File: config.mk
export PLATFORM = sky130hd
export DESIGN_NAME = forward_unit
export DESIGN_NICKNAME = d
export VERILOG_FILES = /design/src/rtl/riscv_pkg.sv /design/src/rtl/forward_unit.sv
export VERILOG_INCLUDE_DIRS = /design/src /design/src/rtl
export SDC_FILE = /design/constraint.sdc
export NUM_CORES = 1
export LEC_CHECK = 0
export BUFFER_PORTS_ARGS = -buffer_cell sky130_fd_sc_hd__buf_2
export CORE_AREA = 5 5 104 106
export DETAILED_ROUTE_END_ITERATION = 7
export DIE_AREA = 0 0 109 111
export GPL_ROUTABILITY_DRIVEN = 0
export GPL_TIMING_DRIVEN = 0
export PLACE_DENSITY = 0.37
export SLEW_MARGIN = 20
export SYNTH_ARGS = -nofsm -noshare
export SYNTH_HDL_FRONTEND = slang
export SYNTH_SLANG_ARGS = --single-unit
export TNS_END_PERCENT = 100
File: constraint.sdc
create_clock -name vclk -period 1.84
set_input_delay 0.368 -clock vclk [all_inputs]
set_output_delay 0.368 -clock vclk [all_outputs]
set_load 0.05 [all_outputs]
File: src/rtl/riscv_config.svh
// width, register count and data memory depth for the back end

`ifndef RISCV_CONFIG_SVH
`define RISCV_CONFIG_SVH

// data path and address width
`define RV_XLEN 32

// architectural registers, x0 included
`define RV_NREGS 32

// data memory depth in 32-bit words
// addresses wrap modulo this depth
`define RV_DMEM_WORDS 256

`endif

File: src/rtl/riscv_pkg.sv
// operation enums and pipeline stage structs for the back end
`include "riscv_config.svh"

package riscv_pkg;

    typedef logic [`RV_XLEN-1:0] xlen_t;
    typedef logic [$clog2(`RV_NREGS)-1:0] reg_addr_t;

    typedef enum logic [1:0] {
        OPER1_RS1,
        OPER1_PC,
        OPER1_ZERO
    } oper1_src_t;

    // OPER2_PC_INC is the constant 4 for link addresses
    typedef enum logic [1:0] {
        OPER2_RS2,
        OPER2_IMM,
        OPER2_PC_INC
    } oper2_src_t;

    typedef enum logic [3:0] {
        ALU_ADD, ALU_SUB,
        ALU_SEQ, ALU_SNEQ,
        ALU_SLT, ALU_SGE,
        ALU_SLTU, ALU_SGEU,
        ALU_XOR, ALU_OR, ALU_AND,
        ALU_SLL, ALU_SRL, ALU_SRA
    } alu_oper_t;

    typedef enum logic [1:0] {
        BNJ_NONE,
        BNJ_JAL,
        BNJ_JALR,
        BNJ_BRANCH
    } bnj_oper_t;

    // MEM_NOP must stay at zero so a cleared stage is a bubble
    typedef enum logic [2:0] {
        MEM_NOP,
        MEM_LW,
        MEM_LB,
        MEM_LBU,
        MEM_SW,
        MEM_SB
    } mem_oper_t;

    typedef enum logic [1:0] {
        FWD_NONE,
        FWD_EX_MEM,
        FWD_MEM_WB
    } fwd_sel_t;

    // decoded micro-op from the front end
    typedef struct packed {
        xlen_t      pc;
        reg_addr_t  rs1_addr;
        reg_addr_t  rs2_addr;
        reg_addr_t  rd_addr;
        xlen_t      imm;
        oper1_src_t oper1_src;
        oper2_src_t oper2_src;
        alu_oper_t  alu_oper;
        bnj_oper_t  bnj_oper;
        mem_oper_t  mem_oper;
        logic       write_rd;
        logic       wb_use_mem;
    } issue_t;

    typedef struct packed {
        issue_t uop;
        xlen_t  rs1_data;
        xlen_t  rs2_data;
        logic   valid;
    } id_ex_t;

    typedef struct packed {
        xlen_t     alu_result;
        xlen_t     store_data;
        mem_oper_t mem_oper;
        logic      wb_use_mem;
        logic      write_rd;
        reg_addr_t rd_addr;
    } ex_mem_t;

    typedef struct packed {
        xlen_t     result;
        logic      write_rd;
        reg_addr_t rd_addr;
    } mem_wb_t;

    typedef struct packed {
        logic  load_pc;
        xlen_t new_pc;
    } redirect_t;

endpackage

File: src/rtl/forward_unit.sv
// forwarding select logic for the two execute operands
module forward_unit
(
    input  riscv_pkg::id_ex_t   id_ex_i,
    input  riscv_pkg::ex_mem_t  ex_mem_i,
    input  riscv_pkg::mem_wb_t  mem_wb_i,
    output riscv_pkg::fwd_sel_t fwd_rs1_o,
    output riscv_pkg::fwd_sel_t fwd_rs2_o
);

    import riscv_pkg::*;

    logic ex_mem_writes;
    logic mem_wb_writes;

    // producers that write a real register
    assign ex_mem_writes = ex_mem_i.write_rd && (ex_mem_i.rd_addr != '0);
    assign mem_wb_writes = mem_wb_i.write_rd && (mem_wb_i.rd_addr != '0);

    // youngest producer wins
    function automatic fwd_sel_t select_src(reg_addr_t rs);
        fwd_sel_t sel;
        if (ex_mem_writes && (ex_mem_i.rd_addr == rs))
            sel = FWD_EX_MEM;
        else if (mem_wb_writes && (mem_wb_i.rd_addr == rs))
            sel = FWD_MEM_WB;
        else
            sel = FWD_NONE;
        return sel;
    endfunction

    always_comb
    begin
        fwd_rs1_o = select_src(id_ex_i.uop.rs1_addr);
        fwd_rs2_o = select_src(id_ex_i.uop.rs2_addr);
    end

endmodule

==> metrics.txt <==
ant diodes 0; CP startpoint ex_mem_i[2]; Final Cycle Share 112.2%; initial antenna violation count 1; Logic pwr share 100.0%; CP delay by family, top simple AND/OR/NAND/NOR gates; layout cells sized above 1 61.29%; post-layout net count roughly 340; sw power ~69 uW; worst slew pin tran ~0.4 ns; Yosys top cell area share between 50% and 60%; GRT Util Overall 2.634%; CP endpoint kind primary output; Post-Synthesis Cell Area 257.7 sq um; final setup fails 3; final wirelength 1.668 mm; Die X roughly 110 microns; num sequential 0; Syn-to-layout area delta 175.2%; Via Count ~350; core area around 9700 sq um; RSZ-0062 raised after global routing true; commonest cells after routing, fill and taps aside buf_2, xnor2_1, buf_6; die height around 110 microns; CP cell instances buf_8 -> or4_4 -> o21ai_4 -> nor4_4 -> nor4_4 -> buf_6; Mapped Nets roughly 310; outcome complete, but fails checks; gr ovfl total 0; post-synthesis sequential area ratio 0%; slowest CP cell or4_4; Initial Util around 2.7%; Initial DRC Count 2; worst setup margin -0.2250 ns; die area ~12000 sq um; I/O Buffers 26; PD cells around 190 nW/um^2; first drt pass iteration count 2; Final Hold Viols 0; Reg area 0 sq um; CP Data Required Time ~1.5 ns; Peak supply drop 0.00002058 V; Post-Syn Instances 34; Seq pwr share 0%; dpl hpwl roughly 1.6 mm; Int Power between 60 and 70 uW; startpoint type of the worst setup path primary input; post-DR wirelength/cell 8.554 microns; min cycle time layout approximately 2.1 ns; worst hold path class primary input to primary output; vias in the first global route between 300 and 400; IO Pins 275; Clock power frac 0%; TNS Setup -0.5151 ns; Pwr Total approximately 130 uW; Max Cap Viol 0; Antenna Nets Post-Route 0; Core Rows 36; CP dominant cell by count nor4_4; average size of a mapped cell ~7.6 sq um; switching fraction of total power 52.00%; Synthesis Warnings 0; largest area contributor in the netlist xnor2_1; failing checks setup timing; critical path type primary input to primary output; largest cells by area after synthesis xnor2_1, xor2_1, nor4_1; fill cell total of the finished layout around 1.1k; Yosys cell types 9; Critical path buffers and inverters 2; # DRC 0; Crit path largest cell delay 0.53 ns; DR vias/cell 1.800; fmax between 0.4 and 0.5 GHz; largest net degree at the start of global routing 4; Max Fanout on Critical Path 2; CLK BUF 0; CP arrival 1.70 ns; max_slew headroom between 70% and 80%; most common cell after layout, fill and taps aside buf_2; Leakage Power approximately 0.22 nW; first-pass GRT wire length between 2 and 2.5 mm; Max Slew Vio Count 0; Hold Path Origin ex_mem_i[5]
-- final timing paths --
check      endpoint  slack, ns  cells past startpoint
max    fwd_rs2_o[1]      -0.22                      6
min    fwd_rs1_o[0]       1.14                      4
-- repair_timing --
item                       4_1_cts  5_1_grt
setup endpoints to repair        4        4
setup buffers                    2        0
gates resized for setup         13        4
hold buffers                     0        0
pin swaps                        7        1
-- cells in the mapped netlist (all sizes together) --
library cell,n
nand2,2
xnor2,16
nor4,4
or4,2
nand4,2
nand3,2
nor2,1
xor2,4
o21ai,1
-- area by class of cell --
type,count,area (sq um),share of cell area (%)
Timing Repair Buffer,28,186.4,26.28
Tap cell,133,166.4,23.46
Multi-Input combinational cell,34,356.6,50.26
-- power by group through the flow --
stage | clock, mW | sequential (mW) | combinational [mW]
2_1_floorplan | 0 | 0 | 0.0659
3_3_place_gp | 0 | 0 | 0.121
3_5_place_dp | 0 | 0 | 0.120
4_1_cts | 0 | 0 | 0.129
5_1_grt | 0 | 0 | 0.145
6_report | 0 | 0 | 0.133
-- per-stage QoR --
stage               util, %  setup WS, ns  hold slack (ns)  instances  area [sq um]
floorplan                 -       -0.3993           0.8942         34         329.1
global route          7.326       -0.2935            1.169        195         709.4
detailed placement    6.460       -0.4520            1.206        193         625.6
global placement      6.460       -0.4588            1.214        193         625.6
CTS                   7.041       -0.2362            1.152        195         681.9
finish                7.326       -0.2250            1.142        195         709.4
-- routing by layer --
layer	wire length (microns)	global-route usage [%]	up-vias
li1	-	-	177
met1	632	2.906	159
met2	965	5.405	11
met3	57	0.4077	2
met4	0	0	2
met5	13	0	-
-- kinds of logic (layout without fill, tap and decap cells) --
logic type,after synthesis,after routing,synth area share [%]
AO/OA/AOI/OAI,1,1,3.399
XOR/XNOR,20,20,67.96
buffers and inverters,0,28,0
AND/OR/NAND/NOR,13,13,28.64
No activity file was read; power rests on OpenSTA's default activity.
