==> src/rtl/riscv_config.svh <==
// width, register count and data memory depth for the back end

`ifndef RISCV_CONFIG_SVH
`define RISCV_CONFIG_SVH

// data path and address width
`define RV_XLEN 32

// architectural registers, x0 included
`define RV_NREGS 32

// data memory depth in 32-bit words
// addresses wrap modulo this depth
`define RV_DMEM_WORDS 256

`endif

==> src/rtl/riscv_pkg.sv <==
// operation enums and pipeline stage structs for the back end
`include "riscv_config.svh"

package riscv_pkg;

    typedef logic [`RV_XLEN-1:0] xlen_t;
    typedef logic [$clog2(`RV_NREGS)-1:0] reg_addr_t;

    typedef enum logic [1:0] {
        OPER1_RS1,
        OPER1_PC,
        OPER1_ZERO
    } oper1_src_t;

    // OPER2_PC_INC is the constant 4 for link addresses
    typedef enum logic [1:0] {
        OPER2_RS2,
        OPER2_IMM,
        OPER2_PC_INC
    } oper2_src_t;

    typedef enum logic [3:0] {
        ALU_ADD, ALU_SUB,
        ALU_SEQ, ALU_SNEQ,
        ALU_SLT, ALU_SGE,
        ALU_SLTU, ALU_SGEU,
        ALU_XOR, ALU_OR, ALU_AND,
        ALU_SLL, ALU_SRL, ALU_SRA
    } alu_oper_t;

    typedef enum logic [1:0] {
        BNJ_NONE,
        BNJ_JAL,
        BNJ_JALR,
        BNJ_BRANCH
    } bnj_oper_t;

    // MEM_NOP must stay at zero so a cleared stage is a bubble
    typedef enum logic [2:0] {
        MEM_NOP,
        MEM_LW,
        MEM_LB,
        MEM_LBU,
        MEM_SW,
        MEM_SB
    } mem_oper_t;

    typedef enum logic [1:0] {
        FWD_NONE,
        FWD_EX_MEM,
        FWD_MEM_WB
    } fwd_sel_t;

    // decoded micro-op from the front end
    typedef struct packed {
        xlen_t      pc;
        reg_addr_t  rs1_addr;
        reg_addr_t  rs2_addr;
        reg_addr_t  rd_addr;
        xlen_t      imm;
        oper1_src_t oper1_src;
        oper2_src_t oper2_src;
        alu_oper_t  alu_oper;
        bnj_oper_t  bnj_oper;
        mem_oper_t  mem_oper;
        logic       write_rd;
        logic       wb_use_mem;
    } issue_t;

    typedef struct packed {
        issue_t uop;
        xlen_t  rs1_data;
        xlen_t  rs2_data;
        logic   valid;
    } id_ex_t;

    typedef struct packed {
        xlen_t     alu_result;
        xlen_t     store_data;
        mem_oper_t mem_oper;
        logic      wb_use_mem;
        logic      write_rd;
        reg_addr_t rd_addr;
    } ex_mem_t;

    typedef struct packed {
        xlen_t     result;
        logic      write_rd;
        reg_addr_t rd_addr;
    } mem_wb_t;

    typedef struct packed {
        logic  load_pc;
        xlen_t new_pc;
    } redirect_t;

endpackage

==> src/rtl/id_ex_stage.sv <==
// register file with write-through and the ID/EX pipeline register
`include "riscv_config.svh"

module id_ex_stage
(
    input  logic               clk_i,
    input  logic               rstn_i,
    input  logic               issue_valid_i,
    input  riscv_pkg::issue_t  issue_i,
    input  logic               flush_i,
    input  riscv_pkg::mem_wb_t wb_i,
    output riscv_pkg::id_ex_t  id_ex_o
);

    import riscv_pkg::*;

    xlen_t regs [`RV_NREGS];
    xlen_t rs1_data;
    xlen_t rs2_data;
    logic  wb_we;

    assign wb_we = wb_i.write_rd && (wb_i.rd_addr != '0);

    // x0 is never written and keeps its reset value
    always_ff @(posedge clk_i, negedge rstn_i)
    begin
        if (!rstn_i)
        begin
            for (int i = 0; i < `RV_NREGS; i++)
                regs[i] <= '0;
        end
        else if (wb_we)
        begin
            regs[wb_i.rd_addr] <= wb_i.result;
        end
    end

    // same-cycle write passes straight to the reader
    function automatic xlen_t read_reg(reg_addr_t addr);
        xlen_t data;
        if (wb_we && (wb_i.rd_addr == addr))
            data = wb_i.result;
        else
            data = regs[addr];
        return data;
    endfunction

    always_comb
    begin
        rs1_data = read_reg(issue_i.rs1_addr);
        rs2_data = read_reg(issue_i.rs2_addr);
    end

    always_ff @(posedge clk_i, negedge rstn_i)
    begin
        if (!rstn_i)
        begin
            id_ex_o <= '0;
        end
        else
        begin
            id_ex_o.uop      <= issue_i;
            id_ex_o.rs1_data <= rs1_data;
            id_ex_o.rs2_data <= rs2_data;
            // squashed by a redirect, or no strobe at all
            id_ex_o.valid    <= issue_valid_i && !flush_i;
        end
    end

    x0_reads_zero: assert property (@(posedge clk_i) disable iff (!rstn_i)
        ((id_ex_o.uop.rs1_addr != '0) || (id_ex_o.rs1_data == '0)) &&
        ((id_ex_o.uop.rs2_addr != '0) || (id_ex_o.rs2_data == '0)))
        else $error("x0 captured with a nonzero value");

endmodule

==> config.mk <==
export PLATFORM = sky130hd
export DESIGN_NAME = id_ex_stage
export DESIGN_NICKNAME = d
export VERILOG_FILES = /design/src/rtl/riscv_pkg.sv /design/src/rtl/id_ex_stage.sv
export VERILOG_INCLUDE_DIRS = /design/src /design/src/rtl
export SDC_FILE = /design/constraint.sdc
export NUM_CORES = 2
export LEC_CHECK = 0
export BUFFER_PORTS_ARGS = -buffer_cell sky130_fd_sc_hd__buf_4
export CAP_MARGIN = 30
export CORE_MARGIN = 10
export CORE_UTILIZATION = 40
export CTS_CLUSTER_DIAMETER = 200
export CTS_CLUSTER_SIZE = 40
export DETAILED_ROUTE_END_ITERATION = 8
export PLACE_DENSITY = 0.58
export REMOVE_ABC_BUFFERS = 1
export SLEW_MARGIN = 15
export SYNTH_ARGS = -nofsm -noshare
export SYNTH_HDL_FRONTEND = slang
export SYNTH_SLANG_ARGS = --single-unit
==> constraint.sdc <==
create_clock -name clk_i -period 1.4 [get_ports clk_i]
set_clock_uncertainty 0.05 [all_clocks]
set_input_delay 0.35 -clock clk_i [delete_from_list [all_inputs] [get_ports clk_i]]
set_output_delay 0.35 -clock clk_i [all_outputs]
set_load 0.03 [all_outputs]
==> results.toml <==
[status]
status = "finished with violations"
violations = "setup timing"

[worst_setup_path]
rrSetupSlack_ps = -220
rr_endpoint = "id_ex_o[16]"
crit_family = "flip-flops"
critical_path.max_stage_delay_ps = 510
r2r_cells = 4
cp-end-kind = "output pin"
critPathKind = "reg -> out"
critPathLaunchType = "register"
r2r-start = "regs[431]"
cp.buffers_inverters = 1
cp_cell_sequence = "buf_6"
cp_max_fo = 1
crit_slowest_cell = "dfrtp_2"
worst-endpoint-required_ps = 1000
arrival_ps = 1390

[clock_tree]
cts_buffers = 35
cts_buffer_depth = 3
cts_sinks = 1183
clk_latency_ps = 710
cts_tree = "yes"
htree_levels = 2
clk_pin_slew_worst_paths_ps = 160
cts_root_buffer = "clkbuf_16"

[logic_synthesis]
ys_ff_latch = 1183
synth_top_area_share_pct = 51.3
netlist_instances = 3644
synth_top_family_by_area = "multiplexers"
synth-xor-area-share_pct = 0.152
synth_edf_count = 0
yosysSeqAreaShare_pct = 51.3
synthArstFlopShare_pct = 100
synth_ff_type = "dfrtp_1"
synth_compound_area_share_pct = 3.34
avgSynthCellArea_sq_um = 15.8
syn_area_sq_um = 57700
synthMuxAreaShare_pct = 39.4
synth.most_common_cell = "dfrtp_1"
synthTopCellsByArea = "dfrtp_1 51%, mux4_2 19%, mux2_2 19%"
yosys_warnings = 0
synth_cell_types = 40
synth-simple-area-share_pct = 2.06
synthAdderAreaFrac_pct = 0
synthTopCellsByCount = "1183 x dfrtp_1, 992 x mux2_2, 499 x mux4_2"
synth_area_leader_cell = "dfrtp_1"

[hold_path]
hold_class = "in -> reg"
hold_end = "id_ex_o[41]"
whs_path_depth = 3
min_from = "wb_i[14]"

[timing]
max_freq_ghz = 0.558
rsz0062_at_grt = "yes"
drv_slew = 0
period_needed_ps = 1790
hold_ws_ps = 60.4
postLayoutSetupSlackWorst_ps = -392
period_share_pct = 128
hold_viol = 0
tightest_slew_ps = 507
setup_viol = 248
relSlewSlack_pct = 66.2

[layout]
finalInstanceArea_sq_um = 71000
area_delta_synth_final_pct = 23.0
fin_cells = 6099
nets = 4330
drive_above_1_share_pct = 61.4

[drt]
drt-wirelength-per-cell_microns = 31.3
drtIter0Drc = 3251
ant_nets = 0
wirelength_mm = 191
drtPass1Iterations = 5
via_per_inst = 6.06
drc = 0
vias = 36900

[die]
io_pins = 295
die_area_sq_um = 160000
start_util_pct = 40.2
rows = 139
die_h_microns = 400
core_area_sq_um = 143000
die_w_microns = 400

[power_and_ir_drop]
ir_worst_vdd_v = 0.000831
power_density_nw_per_um2 = 1140
p_leak_nw = 30.7

[place]
place_hpwl_mm = 124
dp_cells = 5888
place_congestion = 0.814
dpl_cell_area_sq_um = 66700
place.port_buffers = 294
dp_slack_ps = -964

[global_route]
antenna_found_initial = 6
overflow = 0
grt.total_usage_pct = 23.5
grt_max_degree = 69
grt_pass1_wl_mm = 277
grt_pass1_vias = 37900

[run]
drv_cap = 0
worst max-delay path by stage:
stage | startpoint | endpoint | slack, ps | cells past startpoint
after global placement | issue_i[60] | id_ex_o[49] | -970 | 9
after detailed placement | issue_i[60] | id_ex_o[43] | -960 | 9
after global routing | id_ex_o[46] | id_ex_o[46] | -410 | 1
after CTS | id_ex_o[46] | id_ex_o[46] | -420 | 1
after floorplan | wb_i[0] | id_ex_o[63] | -4470 | 5
final | id_ex_o[46] | id_ex_o[46] | -390 | 1
layer usage:
layer,track usage [%],share of wire [%],up-vias
met1,33.7,44,20400
met2,37.4,47,1163
li1,-,-,15100
met5,0,0.031,-
met3,3.85,6.4,254
met4,5.60,2.7,10
sequential cells by signal (all words and copies together), names as in the netlist:
name	count
regs	1024
id_ex_o	159
worst register-to-register path, cell delays in order, from the launching register on:
cell and delay, ps:
dfrtp_1 410, mux4_2 290, o22ai_4 90, or4_4 580, o21ai_2 140
final cells by class:
class                   instances  area (sq um)
diodes                          1          2.50
well taps                    1903          2380
repair buffers                927         10800
fillers                     12100         72500
multi-input cells            2047         27200
clock inverters                 3          52.6
flip-flops and latches       1183         29600
clock buffers                  35           876
cell families after synthesis:
| family | after synthesis |
|---|---|
| buffers and inverters | 414 |
| flip-flops | 1183 |
| AO/OA/AOI/OAI | 319 |
| AND/OR/NAND/NOR | 212 |
| XOR/XNOR | 10 |
| multiplexers | 1506 |
cell usage in the layout (no fill, tap or decap), types with 8 or more instances in the layout:
cell,n
dfrtp_1,1173
mux2_2,992
mux4_2,503
buf_4,406
buf_12,226
buf_6,164
o22ai_1,148
dlygate4sd3_1,122
o22ai_2,96
nand2_1,67
clkbuf_16,38
or4_4,37
o21ai_1,31
o21ai_2,26
or4_1,26
nor2_4,16
nand2_4,11
dfrtp_2,10
nand3b_1,9
o22ai_4,8
metrics by stage:
step                      setup TNS, ps  utilization (%)  total power, mW
final                            -45740             49.5             80.8
after global routing             -56850             49.5             84.5
after CTS                        -52860             49.0             80.9
after detailed placement        -662470             46.5             64.3
after global placement          -669860             46.5             63.6
after floorplan                -1066580                -             56.1
power by group:
group / switching (mW) / internal [mW]
registers: 4.36 / 40.2
clock network: 10.7 / 4.67
logic: 8.01 / 12.9
what timing repair did:
| action | CTS | global route |
|---|---|---|
| resized for setup | 295 | 90 |
| hold buffers | 122 | 0 |
| setup endpoints to repair | 302 | 224 |
| gates cloned | 0 | 3 |
| pin swaps | 86 | 78 |
| hold endpoints to repair | 906 | 0 |
| setup buffers | 21 | 28 |
(Power assumes the default switching activity.)
